**config.mk**
```make
export PLATFORM = sky130hd
export DESIGN_NAME = cipher_ctrl
export DESIGN_NICKNAME = d
export VERILOG_FILES = /design/src/hw/sp2v_pkg.sv /design/src/hw/cipher_pkg.sv /design/src/hw/ctrl_input_check.sv /design/src/hw/cipher_ctrl_rail.sv /design/src/hw/rail_combine.sv /design/src/hw/cipher_ctrl.sv
export VERILOG_INCLUDE_DIRS = /design/src /design/src/include
export SDC_FILE = /design/constraint.sdc
export NUM_CORES = 1
export LEC_CHECK = 0
export BUFFER_PORTS_ARGS = -buffer_cell sky130_fd_sc_hd__buf_2
export CAP_MARGIN = 20
export CORE_ASPECT_RATIO = 2
export CORE_MARGIN = 4
export CORE_UTILIZATION = 52
export CTS_CLUSTER_SIZE = 8
export DETAILED_ROUTE_END_ITERATION = 6
export PLACE_DENSITY = 0.73
export RECOVER_POWER = 100
export SYNTH_ARGS = -nofsm -noshare
export SYNTH_HDL_FRONTEND = slang
export SYNTH_SLANG_ARGS = --single-unit
export TNS_END_PERCENT = 30
```
**constraint.sdc**
```tcl
create_clock -name clk_i -period 1.59 [get_ports clk_i]
set_input_delay 0.318 -clock clk_i [delete_from_list [all_inputs] [get_ports clk_i]]
set_output_delay 0.318 -clock clk_i [all_outputs]
set_load 0.01 [all_outputs]
```
**src/include/cipher_ctrl_consts.svh**
```systemverilog
`ifndef CIPHER_CTRL_CONSTS_SVH
`define CIPHER_CTRL_CONSTS_SVH

////////////////////
// Sparse encoding
////////////////////

// One rail per bit of a sparse signal
`define SP2V_WIDTH 3

`define SP2V_HIGH 3'b011  // Asserted
`define SP2V_LOW  3'b100  // Deasserted

////////////////////
// Round control
////////////////////

`define RND_CTR_WIDTH 4

// Rounds per key length
`define NUM_ROUNDS_128 10
`define NUM_ROUNDS_192 12
`define NUM_ROUNDS_256 14

`endif

```
**src/hw/sp2v_pkg.sv**
```systemverilog
`include "cipher_ctrl_consts.svh"

package sp2v_pkg;

  ////////////////////
  // Sparse values
  ////////////////////

  // One sparse control value, legal codes are `SP2V_HIGH and `SP2V_LOW
  typedef logic [`SP2V_WIDTH-1:0] sp2v_t;

  ////////////////////
  // Rail bundles
  ////////////////////

  // Bit i belongs to rail i, polarity per rail
  typedef logic [`SP2V_WIDTH-1:0] rail_bits_t;

endpackage

```
**src/hw/cipher_pkg.sv**
```systemverilog
`include "cipher_ctrl_consts.svh"

package cipher_pkg;

  ////////////////////
  // Key length
  ////////////////////

  // One-hot, anything else is an encoding error
  typedef enum logic [2:0] {
    KEY_128 = 3'b001,
    KEY_192 = 3'b010,
    KEY_256 = 3'b100
  } key_len_e;

  // Round index, 0 during the initial key addition
  typedef logic [`RND_CTR_WIDTH-1:0] rnd_ctr_t;

  ////////////////////
  // Rail FSM
  ////////////////////

  typedef enum logic [2:0] {
    IDLE   = 3'd0,
    INIT   = 3'd1,
    ROUND  = 3'd2,
    FINISH = 3'd3,
    ERROR  = 3'd4  // Terminal until reset
  } rail_state_e;

endpackage

```
**src/hw/ctrl_input_check.sv**
```systemverilog
`timescale 1ns/1ps
`include "cipher_ctrl_consts.svh"

module ctrl_input_check (
  input  sp2v_pkg::sp2v_t        in_valid_i,
  input  sp2v_pkg::sp2v_t        out_ready_i,
  input  cipher_pkg::key_len_e   key_len_i,
  output sp2v_pkg::rail_bits_t   in_valid_bits_o,
  output sp2v_pkg::rail_bits_t   out_ready_bits_o,
  output cipher_pkg::rnd_ctr_t   num_rounds_o,
  output logic                   enc_err_o
);

  logic in_valid_err;
  logic out_ready_err;
  logic key_len_err;

  // Each bit goes to its own rail
  assign in_valid_bits_o  = in_valid_i;
  assign out_ready_bits_o = out_ready_i;

  assign in_valid_err  = !(in_valid_i inside {`SP2V_HIGH, `SP2V_LOW});
  assign out_ready_err = !(out_ready_i inside {`SP2V_HIGH, `SP2V_LOW});

  always_comb begin : key_len_decode
    key_len_err  = 1'b0;
    num_rounds_o = cipher_pkg::rnd_ctr_t'(`NUM_ROUNDS_128);
    case (key_len_i)
      cipher_pkg::KEY_128: num_rounds_o = cipher_pkg::rnd_ctr_t'(`NUM_ROUNDS_128);
      cipher_pkg::KEY_192: num_rounds_o = cipher_pkg::rnd_ctr_t'(`NUM_ROUNDS_192);
      cipher_pkg::KEY_256: num_rounds_o = cipher_pkg::rnd_ctr_t'(`NUM_ROUNDS_256);
      default:             key_len_err  = 1'b1;  // Not one-hot
    endcase
  end

  // Key length only matters while a request is presented
  assign enc_err_o = in_valid_err | out_ready_err |
                     (key_len_err & (in_valid_i == `SP2V_HIGH));

endmodule

```
**src/hw/cipher_ctrl_rail.sv**
```systemverilog
`timescale 1ns/1ps

module cipher_ctrl_rail #(
  parameter bit Polarity = 1'b1  // 0: bits are active low on this rail
) (
  input  logic                 clk_i,
  input  logic                 rst_ni,

  input  logic                 in_valid_bit_i,
  input  logic                 out_ready_bit_i,
  input  cipher_pkg::rnd_ctr_t num_rounds_i,
  input  logic                 err_i,

  output logic                 in_ready_bit_o,
  output logic                 out_valid_bit_o,
  output logic                 state_we_bit_o,
  output logic                 key_expand_en_bit_o,
  output logic                 alert_o,
  output cipher_pkg::rnd_ctr_t rnd_ctr_o
);

  cipher_pkg::rail_state_e state_d, state_q;
  cipher_pkg::rnd_ctr_t    rnd_ctr_d, rnd_ctr_q;
  cipher_pkg::rnd_ctr_t    num_rounds_q;
  logic                    load_rounds;

  // Active-high view inside the rail
  logic in_valid;
  logic out_ready;
  logic in_ready;
  logic out_valid;
  logic state_we;
  logic key_expand_en;

  assign in_valid  = Polarity ? in_valid_bit_i  : ~in_valid_bit_i;
  assign out_ready = Polarity ? out_ready_bit_i : ~out_ready_bit_i;

  ////////////////////
  // FSM
  ////////////////////

  always_comb begin : rail_fsm
    state_d       = state_q;
    rnd_ctr_d     = rnd_ctr_q;
    load_rounds   = 1'b0;
    in_ready      = 1'b0;
    out_valid     = 1'b0;
    state_we      = 1'b0;
    key_expand_en = 1'b0;
    alert_o       = 1'b0;

    case (state_q)
      cipher_pkg::IDLE: begin
        in_ready = 1'b1;
        if (in_valid) begin
          load_rounds = 1'b1;  // Key length sampled on accept
          state_d     = cipher_pkg::INIT;
        end
      end

      cipher_pkg::INIT: begin  // Initial key addition, round 0
        state_we      = 1'b1;
        key_expand_en = 1'b1;
        rnd_ctr_d     = cipher_pkg::rnd_ctr_t'(1);
        state_d       = cipher_pkg::ROUND;
      end

      cipher_pkg::ROUND: begin
        state_we      = 1'b1;
        key_expand_en = 1'b1;
        if (rnd_ctr_q >= num_rounds_q) begin
          state_d = cipher_pkg::FINISH;  // Counter holds at Nr
        end else begin
          rnd_ctr_d = cipher_pkg::rnd_ctr_t'(rnd_ctr_q + 1'b1);
        end
      end

      cipher_pkg::FINISH: begin
        out_valid = 1'b1;
        if (out_ready) begin
          rnd_ctr_d = '0;
          state_d   = cipher_pkg::IDLE;
        end
      end

      cipher_pkg::ERROR: begin
        alert_o = 1'b1;  // No way out
      end

      default: state_d = cipher_pkg::ERROR;  // Corrupted state register
    endcase

    // Any encoding or counter fault wins
    if (err_i) begin
      state_d = cipher_pkg::ERROR;
    end
  end

  ////////////////////
  // Registers
  ////////////////////

  always_ff @(posedge clk_i or negedge rst_ni) begin : rail_regs
    if (!rst_ni) begin
      state_q   <= cipher_pkg::IDLE;
      rnd_ctr_q <= '0;
    end else begin
      state_q   <= state_d;
      rnd_ctr_q <= rnd_ctr_d;
    end
  end

  always_ff @(posedge clk_i) begin : rounds_reg
    if (load_rounds) begin
      num_rounds_q <= num_rounds_i;
    end
  end

  // Back to the rail's own polarity
  assign in_ready_bit_o      = Polarity ? in_ready      : ~in_ready;
  assign out_valid_bit_o     = Polarity ? out_valid     : ~out_valid;
  assign state_we_bit_o      = Polarity ? state_we      : ~state_we;
  assign key_expand_en_bit_o = Polarity ? key_expand_en : ~key_expand_en;
  assign rnd_ctr_o           = rnd_ctr_q;

endmodule

```
**src/hw/rail_combine.sv**
```systemverilog
`timescale 1ns/1ps
`include "cipher_ctrl_consts.svh"

module rail_combine (
  input  sp2v_pkg::rail_bits_t                   in_ready_bits_i,
  input  sp2v_pkg::rail_bits_t                   out_valid_bits_i,
  input  sp2v_pkg::rail_bits_t                   state_we_bits_i,
  input  sp2v_pkg::rail_bits_t                   key_expand_en_bits_i,
  input  sp2v_pkg::rail_bits_t                   alert_bits_i,
  input  cipher_pkg::rnd_ctr_t [`SP2V_WIDTH-1:0] rnd_ctrs_i,

  output sp2v_pkg::sp2v_t                        in_ready_o,
  output sp2v_pkg::sp2v_t                        out_valid_o,
  output sp2v_pkg::sp2v_t                        state_we_o,
  output sp2v_pkg::sp2v_t                        key_expand_en_o,
  output logic                                   alert_o,
  output cipher_pkg::rnd_ctr_t                   round_o,
  output logic                                   ctr_err_o
);

  ////////////////////
  // Sparse outputs
  ////////////////////

  // Rail i drives bit i, a bad rail shows up as an illegal code
  assign in_ready_o      = sp2v_pkg::sp2v_t'(in_ready_bits_i);
  assign out_valid_o     = sp2v_pkg::sp2v_t'(out_valid_bits_i);
  assign state_we_o      = sp2v_pkg::sp2v_t'(state_we_bits_i);
  assign key_expand_en_o = sp2v_pkg::sp2v_t'(key_expand_en_bits_i);

  assign alert_o = |alert_bits_i;  // One rail is enough

  ////////////////////
  // Round counter
  ////////////////////

  always_comb begin : combine_ctr
    round_o   = '0;
    ctr_err_o = 1'b0;
    for (int i = 0; i < `SP2V_WIDTH; i++) begin
      round_o = round_o | rnd_ctrs_i[i];
    end
    // A rail that lags or leads differs from the OR
    for (int i = 0; i < `SP2V_WIDTH; i++) begin
      if (rnd_ctrs_i[i] != round_o) begin
        ctr_err_o = 1'b1;
      end
    end
  end

endmodule

```
**src/hw/cipher_ctrl.sv**
```systemverilog
`timescale 1ns/1ps
`include "cipher_ctrl_consts.svh"

module cipher_ctrl (
  input  logic                 clk_i,
  input  logic                 rst_ni,

  input  sp2v_pkg::sp2v_t      in_valid_i,
  input  sp2v_pkg::sp2v_t      out_ready_i,
  input  cipher_pkg::key_len_e key_len_i,

  output sp2v_pkg::sp2v_t      in_ready_o,
  output sp2v_pkg::sp2v_t      out_valid_o,
  output sp2v_pkg::sp2v_t      state_we_o,
  output sp2v_pkg::sp2v_t      key_expand_en_o,
  output cipher_pkg::rnd_ctr_t round_o,
  output logic                 alert_o
);

  // Rail polarity follows the asserted code
  localparam sp2v_pkg::sp2v_t high_code = `SP2V_HIGH;

  sp2v_pkg::rail_bits_t                   in_valid_bits, out_ready_bits;
  sp2v_pkg::rail_bits_t                   in_ready_bits, out_valid_bits;
  sp2v_pkg::rail_bits_t                   state_we_bits, key_expand_en_bits;
  sp2v_pkg::rail_bits_t                   alert_bits;
  cipher_pkg::rnd_ctr_t [`SP2V_WIDTH-1:0] rnd_ctrs;
  cipher_pkg::rnd_ctr_t                   num_rounds;
  logic                                   enc_err;
  logic                                   ctr_err;
  logic                                   rail_err;

  ctrl_input_check u_input_check (
    .in_valid_i       ( in_valid_i     ),
    .out_ready_i      ( out_ready_i    ),
    .key_len_i        ( key_len_i      ),
    .in_valid_bits_o  ( in_valid_bits  ),
    .out_ready_bits_o ( out_ready_bits ),
    .num_rounds_o     ( num_rounds     ),
    .enc_err_o        ( enc_err        )
  );

  assign rail_err = enc_err | ctr_err;  // Seen by every rail

  ////////////////////
  // Rails
  ////////////////////

  for (genvar i = 0; i < `SP2V_WIDTH; i++) begin : gen_rail
    cipher_ctrl_rail #(
      .Polarity ( high_code[i] )
    ) u_rail (
      .clk_i               ( clk_i                 ),
      .rst_ni              ( rst_ni                ),
      .in_valid_bit_i      ( in_valid_bits[i]      ),
      .out_ready_bit_i     ( out_ready_bits[i]     ),
      .num_rounds_i        ( num_rounds            ),
      .err_i               ( rail_err              ),
      .in_ready_bit_o      ( in_ready_bits[i]      ),
      .out_valid_bit_o     ( out_valid_bits[i]     ),
      .state_we_bit_o      ( state_we_bits[i]      ),
      .key_expand_en_bit_o ( key_expand_en_bits[i] ),
      .alert_o             ( alert_bits[i]         ),
      .rnd_ctr_o           ( rnd_ctrs[i]           )
    );
  end

  rail_combine u_combine (
    .in_ready_bits_i      ( in_ready_bits      ),
    .out_valid_bits_i     ( out_valid_bits     ),
    .state_we_bits_i      ( state_we_bits      ),
    .key_expand_en_bits_i ( key_expand_en_bits ),
    .alert_bits_i         ( alert_bits         ),
    .rnd_ctrs_i           ( rnd_ctrs           ),
    .in_ready_o           ( in_ready_o         ),
    .out_valid_o          ( out_valid_o        ),
    .state_we_o           ( state_we_o         ),
    .key_expand_en_o      ( key_expand_en_o    ),
    .alert_o              ( alert_o            ),
    .round_o              ( round_o            ),
    .ctr_err_o            ( ctr_err            )
  );

endmodule

```
=== Word-level counts from Yosys, hierarchy flattened ===
Index checks and enable logic that the tools add are counted.

* Latch bits: 0
* ROM bits: 0
* Word-level logic and storage cells: 132
* Input bits: 11
* RAM bits: 0
* Output and inout port bits: 17
* Memories kept: 0
* Register bits after elaboration: 33

* $mul: 0
* Add/sub/neg operators: 3
* Divide/modulo/power cells: 0
* $lt $le $gt $ge: 3
* Bitwise logic cells: 9
* Shifts and indexed selects: 0
* Equality and inequality tests: 40
* Reductions and logical operators: 21
* Multiplexer cells: 47

{| class="wikitable"
|+ Operators with widths
! kind !! count
|-
| $pmux W3 S5 || 3
|-
| $mux W3 || 12
|-
| $pmux W4 S3 || 3
|-
| $eq A3 B2 Y1 const B || 9
|-
| $mux W4 || 6
|-
| $mux W1 || 22
|-
| $eq A3 B3 Y1 const B || 6
|-
| $ne A2 B2 Y1 const B || 8
|-
| $add A4 B1 Y4 const B || 3
|-
| $eq A3 B1 Y1 const B || 4
|-
| $ge A4 B4 Y1 || 3
|-
| $ne A3 B2 Y1 const B || 4
|-
| $ne A3 B3 Y1 const B || 4
|-
| $ne A4 B4 Y1 || 3
|-
| $reduce_and A4 Y1 || 3
|-
| $logic_not A3 Y1 || 3
|-
| $reduce_and A3 Y1 || 3
|-
| $reduce_bool A3 Y1 || 3
|-
| $or A4 B4 Y4 || 2
|-
| $pmux W3 S2 || 1
|-
| $reduce_or A2 Y1 || 3
|-
| $reduce_or A3 Y1 || 2
|-
| $reduce_bool A2 Y1 || 2
|-
| $ne A3 B1 Y1 const B || 1
|-
| 5 further kinds || 10
|}

=== Logic depth before layout (Yosys ltp) ===
* Word-level depth: 9
* Depth in mapped cells: 6
* Depth with buffers taken out: 6

=== By module ===
Synthesis repeated with hierarchy kept, for this count alone.

* Cells, all modules: 241
* Area total of the unflattened synthesis: 2321.0 sq um

{| class="wikitable"
|+ By module, submodules not included
! module !! area each (sq um) !! times used !! sequential area each (sq um) !! cells an instance
|-
| cipher_ctrl_rail at gen_rail[0].u_rail ... || 635.6 || 2 || 295.3 || 60
|-
| cipher_ctrl_rail at gen_rail[2].u_rail || 691.9 || 1 || 295.3 || 67
|-
| rail_combine || 198.9 || 1 || 0.0 || 30
|-
| ctrl_input_check || 152.6 || 1 || 0.0 || 23
|-
| cipher_ctrl || 6.3 || 1 || 0.0 || 1
|}

=== Worst setup path after synthesis ===
Ideal clock, no wire load.

* Path kind: flip-flop to flip-flop
* Start: register gen_rail[0].u_rail.rnd_ctr_q[2]
* End: register gen_rail[0].u_rail.state_q[2]
* Buffers on the path: 0
* Arrival time: 1610 ps
* Required time: 1459 ps
* Setup time: 131 ps
* Period minus slack after synthesis: 1741 ps
* Slack: -151 ps
* Stages on the path, launching flop included: 5
* Cells stage by stage: dfrtp_1 or3_1 a22oi_2 nand4_4 or3_1

* Cells in the longest elaborated chain, start to end: 9
* Elaborated cells between the ends (all ways): 16
* Those cells by class: 1 x order compare; 7 x eq/ne; 4 x mux; 3 x bitwise; 1 x reduce/logical

{| class="wikitable"
|+ RTL lines
! what !! line !! text
|-
| start: declaration || cipher_ctrl_rail.sv:23 || <nowiki>cipher_pkg::rnd_ctr_t rnd_ctr_d, rnd_ctr_q;</nowiki>
|-
| start signal: assignment || cipher_ctrl_rail.sv:109 || <nowiki>rnd_ctr_q <= rnd_ctr_d;</nowiki>
|-
| $or A4 B4 Y4 * (2 in series) || rail_combine.sv:41 || <nowiki>round_o = round_o | rnd_ctrs_i[i];</nowiki>
|-
| named net round_o[2] || cipher_ctrl.sv:16 || <nowiki>output cipher_pkg::rnd_ctr_t round_o,</nowiki>
|-
| $ne A4 B4 Y1 || rail_combine.sv:45 || <nowiki>if (rnd_ctrs_i[i] != round_o) begin</nowiki>
|-
| $mux W1 (2 in series) || rail_combine.sv:45 ||
|-
| $mux W1 * || rail_combine.sv:45 ||
|-
| $or A1 B1 Y1 * || cipher_ctrl.sv:43 || <nowiki>assign rail_err = enc_err | ctr_err;</nowiki>
|-
| $ne A3 B1 Y1 (no source line) (tied with other cells) || -- ||
|-
| $reduce_and A4 Y1 (no source line) || -- ||
|-
| end signal: assignment || cipher_ctrl_rail.sv:105 || <nowiki>state_q <= cipher_pkg::IDLE;</nowiki>
|-
| end signal: assignment || cipher_ctrl_rail.sv:108 || <nowiki>state_q <= state_d;</nowiki>
|-
| end: declaration || cipher_ctrl_rail.sv:22 || <nowiki>cipher_pkg::rail_state_e state_d, state_q;</nowiki>
|}

The timed path passes the listed nets; every way through them passes the cells marked *.
A chain may end at the register's enable or synchronous reset.

=== Worst setup path after layout ===
* Start: register gen_rail[2].u_rail.rnd_ctr_q[2]
* End: register gen_rail[0].u_rail.state_q[2]

* Cells in the longest elaborated chain, start to end: 8
* Elaborated cells between the ends (all ways): 14
* Those cells by class: 7 x eq/ne; 4 x mux; 2 x bitwise; 1 x reduce/logical

{| class="wikitable"
|+ RTL lines
! what !! line
|-
| start: declaration || cipher_ctrl_rail.sv:23
|-
| start signal: assignment || cipher_ctrl_rail.sv:109
|-
| $or A4 B4 Y4 || rail_combine.sv:41
|-
| $ne A4 B4 Y1 || rail_combine.sv:45
|-
| $mux W1 (2 in series) || rail_combine.sv:45
|-
| $mux W1 * || rail_combine.sv:45
|-
| $or A1 B1 Y1 * || cipher_ctrl.sv:43
|-
| $ne A3 B1 Y1 (no source line) (tied with other cells) || --
|-
| $reduce_and A4 Y1 (no source line) || --
|}

Mark *: on every way between the ends. The rest lies on a longest branch, timed or not.

==> metrics.log <==
[metrics] final clock skew: around 0.0027 ns
[metrics] Die Footprint: between 4000 and 5000 sq um
[metrics] area fraction of the dominant cell type after synthesis: 26.3%
[metrics] maximum operating frequency: about 550 MHz
[metrics] EDFF count, synth: 6
[metrics] total gr overflow: 0
[metrics] leading post-synthesis cells by cell area: dfrtp_1 26%, edfxtp_1 9.0%, ha_1 5.6%
[metrics] power per cell area: ~440 nW/um^2
[metrics] Vias: slightly below 2,000
[metrics] max-cap check violation count: 0
[metrics] starting utilization of the core area: between 50% and 60%
[metrics] endpoint type of the worst setup path: flip-flop
[metrics] number of synthesis warnings: 0
[metrics] synthesized instance count: 217
[metrics] final critical-path required period: approximately 1.8 ns
[metrics] non-filler instance count after layout: 324
[metrics] final number of hold-violating endpoints: 0
[metrics] maximum fanout along the worst path: 5
[metrics] synthesized net count: around 240
[metrics] WP buf/inv: 0
[metrics] flip-flop and latch count after synthesis: 27
[metrics] CTS root buf: clkbuf_8
[metrics] routed length per instance: between 15 and 20 microns
[metrics] Commonest cells post-synth: 21 x dfrtp_1, 15 x nor2_1, 13 x buf_4, 13 x inv_1
[metrics] site row count: 31
[metrics] TritonCTS clock tree: built
[metrics] antenna violations before repair: 0
[metrics] Pre-Repair DR Iteration Count: 4
[metrics] Residual DRC: 0
[metrics] core footprint: approximately 3700 sq um
[metrics] count of final max-slew check failures: 0
[metrics] worst relative slew slack: ~16%
[metrics] post-synth top area cell: dfrtp_1
[metrics] wire length reported by the detailed router: approximately 5800 microns
[metrics] RSZ-0062 raised after global routing: yes
[metrics] most frequent cell after synthesis: dfrtp_1
[metrics] failing checks: negative setup slack
[metrics] Chip Width: between 50 and 60 microns
[metrics] distinct cell type count after synthesis: 54
[metrics] final cycle utilization of the critical path: 115%
[metrics] fraction of final layout cells sized beyond drive strength 1: between 40% and 50%
[metrics] total standard cell area after synthesis: 2000 sq um
[metrics] global-route usage over all layers: about 25%
[metrics] Net count, final: 296
[metrics] result of the run: finished, violations left
[metrics] largest stage delay on the critical path: ~0.46 ns
[metrics] placed wire-length estimate: 4080 microns
[metrics] clock buffer depth: 2
[metrics] H-tree Lvls: 1
[metrics] post-layout worst setup margin: -0.234 ns
[metrics] pin count of the biggest net entering global routing: 22
[metrics] maximum vdd ir drop: approximately 0.0006 V
[metrics] DRC violation total after the first TritonRoute iteration: 76
[metrics] ordered list of cells on the worst path: or3_4 -> a22oi_2 -> nand4_4 -> or3_1
[metrics] sequential area share after synthesis: around a third
[metrics] critical path class: reg2reg
[metrics] Synth-to-Final Area Change: 34.8%
[metrics] vertical die dimension: 95.7 microns
[metrics] Setup crit start kind: flip-flop
[metrics] mean cell area of the mapped netlist: 9.23 sq um
[metrics] minimum setup slack after placement: -0.188 ns
[metrics] P_leak: approximately 1.1 nW
[metrics] number of buffers added on ports: 27
[metrics] remaining antenna violation count: 0
[metrics] Worst Tran Pin Value: 1.26 ns
[metrics] diode count: 0
[metrics] number of global-route vias before repair: roughly 1,900
[metrics] Synth Flop Type: dfrtp_1
[metrics] number of buffers inserted during clock tree synthesis: 3
[metrics] per-cell via count in the routed design: 5.99
[metrics] proportion of register bits with asynchronous set or reset after synthesis: a little under 80%
[metrics] number of failing setup endpoints in the final timing report: 23
[metrics] IO Count: 28
[metrics] post-CTS clock slew at the launch and capture registers of the worst setup and hold paths: approximately 0.10 ns
[metrics] GP Congestion: about 0.91
[metrics] Placed Cells incl. Taps: approximately 310
[metrics] cell with the largest stage delay on the worst path: dfrtp_1
[metrics] Worst path top cell family by delay: simple AND/OR/NAND/NOR gates
[metrics] first-pass GRT wire length: about 9000 microns
[metrics] data arrival time of the critical path: slightly below 2 ns
[metrics] type of the tightest min-delay check: in2async
[metrics] clock insertion delay at the later pin of the skew report: around 0.28 ns
[metrics] Clock Sinks: 27
[metrics] Required @ worst endpoint: 1.75 ns
[placed cells by master, fill, tap and decap left out, types with 3 or more instances in the layout]
cell type,n
nand2b_1,8
a2111oi_2,3
clkbuf_8,3
a21oi_1,3
a22oi_2,3
buf_4,37
o21ai_1,3
or3_1,4
ha_1,7
nand2_1,10
nor2_1,14
buf_2,23
or3_4,6
mux2i_1,4
a32o_1,3
xnor2_1,3
o21ai_0,7
nand3_1,10
clkbuf_1,3
dfrtp_1,18
nand3b_1,5
inv_1,11
dfrtp_2,3
nor3_1,3
buf_6,12
edfxtp_1,6
[per-layer routing]
layer / up-vias / global-route usage (%) / share of wire (%)
met3: 26 / 2.17 / 2.8
met5: - / 0 / 0
li1: 907 / - / -
met1: 944 / 25.6 / 35
met4: 0 / 16.0 / 6.1
met2: 63 / 44.7 / 56
[power breakdown]
| part | internal, W | switching, W |
|---|---|---|
| Clock | 0.000180 | 0.000228 |
| Combinational | 0.0000343 | 0.0000511 |
| Sequential | 0.000708 | 0 |
| Total | 0.000921 | 0.000279 |
[flip-flops by register name, summed over array words and instances (netlist names)]
register / cells
gen_rail.u_rail.state_q: 9
gen_rail.u_rail.rnd_ctr_o: 12
gen_rail.u_rail.num_rounds_q: 6
[stage by stage]
step                      area [sq um]  hold slack (ns)  TNS, ns  total power [W]  util (%)
after floorplan                   2020           0.0224   -0.664         0.000750         -
after global placement            2390            0.313    -1.71         0.000803      64.9
after CTS                         2600           0.0132    -2.42          0.00121      70.5
final                             2700            0.283    -2.70          0.00120      73.2
after detailed placement          2390            0.320    -2.03         0.000805      64.9
after global routing              2700            0.355    -4.43          0.00126      73.2
[final timing paths]
| kind | from | to | slack [ns] | depth (start not counted) |
|---|---|---|---|---|
| worst max register to register | gen_rail[2].u_rail.rnd_ctr_o[2]$_DFFE_PN0P_ | gen_rail[0].u_rail.state_q[2]$_DFFE_PN0P_ | -0.23 | 4 |
| max in group asynchronous | rst_ni | gen_rail[1].u_rail.rnd_ctr_o[2]$_DFFE_PN0P_ | 0.47 | 1 |
| min in group clk_i | key_len_i[0] | gen_rail[0].u_rail.num_rounds_q[2]$_DFFE_PP_ | 0.44 | 2 |
| worst min-delay path | rst_ni | gen_rail[0].u_rail.rnd_ctr_o[0]$_DFFE_PN0P_ | 0.28 | 1 |
| worst max-delay path | gen_rail[2].u_rail.rnd_ctr_o[2]$_DFFE_PN0P_ | gen_rail[0].u_rail.state_q[2]$_DFFE_PN0P_ | -0.23 | 4 |
| worst min register to register | gen_rail[2].u_rail.rnd_ctr_o[3]$_DFFE_PN0P_ | gen_rail[2].u_rail.rnd_ctr_o[3]$_DFFE_PN0P_ | 0.62 | 2 |
[cell families after synthesis]
family / synth area share [%]
compound gates: 18.9
xor+xnor: 1.75
fa+ha+maj: 5.63
buf+inv: 9.50
flops: 35.2
mux: 2.56
simple gates: 26.4
[final cells by class]
type | count | area (sq um)
multi-input combinational | 156 | 1290
fill | 259 | 986
sequential | 27 | 709
timing repair buffer | 75 | 539
tap | 49 | 61.3
inverter | 13 | 48.8
clock buffer | 3 | 41.3
clock inverter | 1 | 6.26
[timing repair]
item | CTS | global route
resized for setup | 22 | 26
hold buffers | 0 | 0
setup buffers | 6 | 1
pin swaps | 13 | 3
gates cloned | 1 | 0
setup endpoints to repair | 30 | 37
Note: power is estimated with default switching activity, not from simulation.
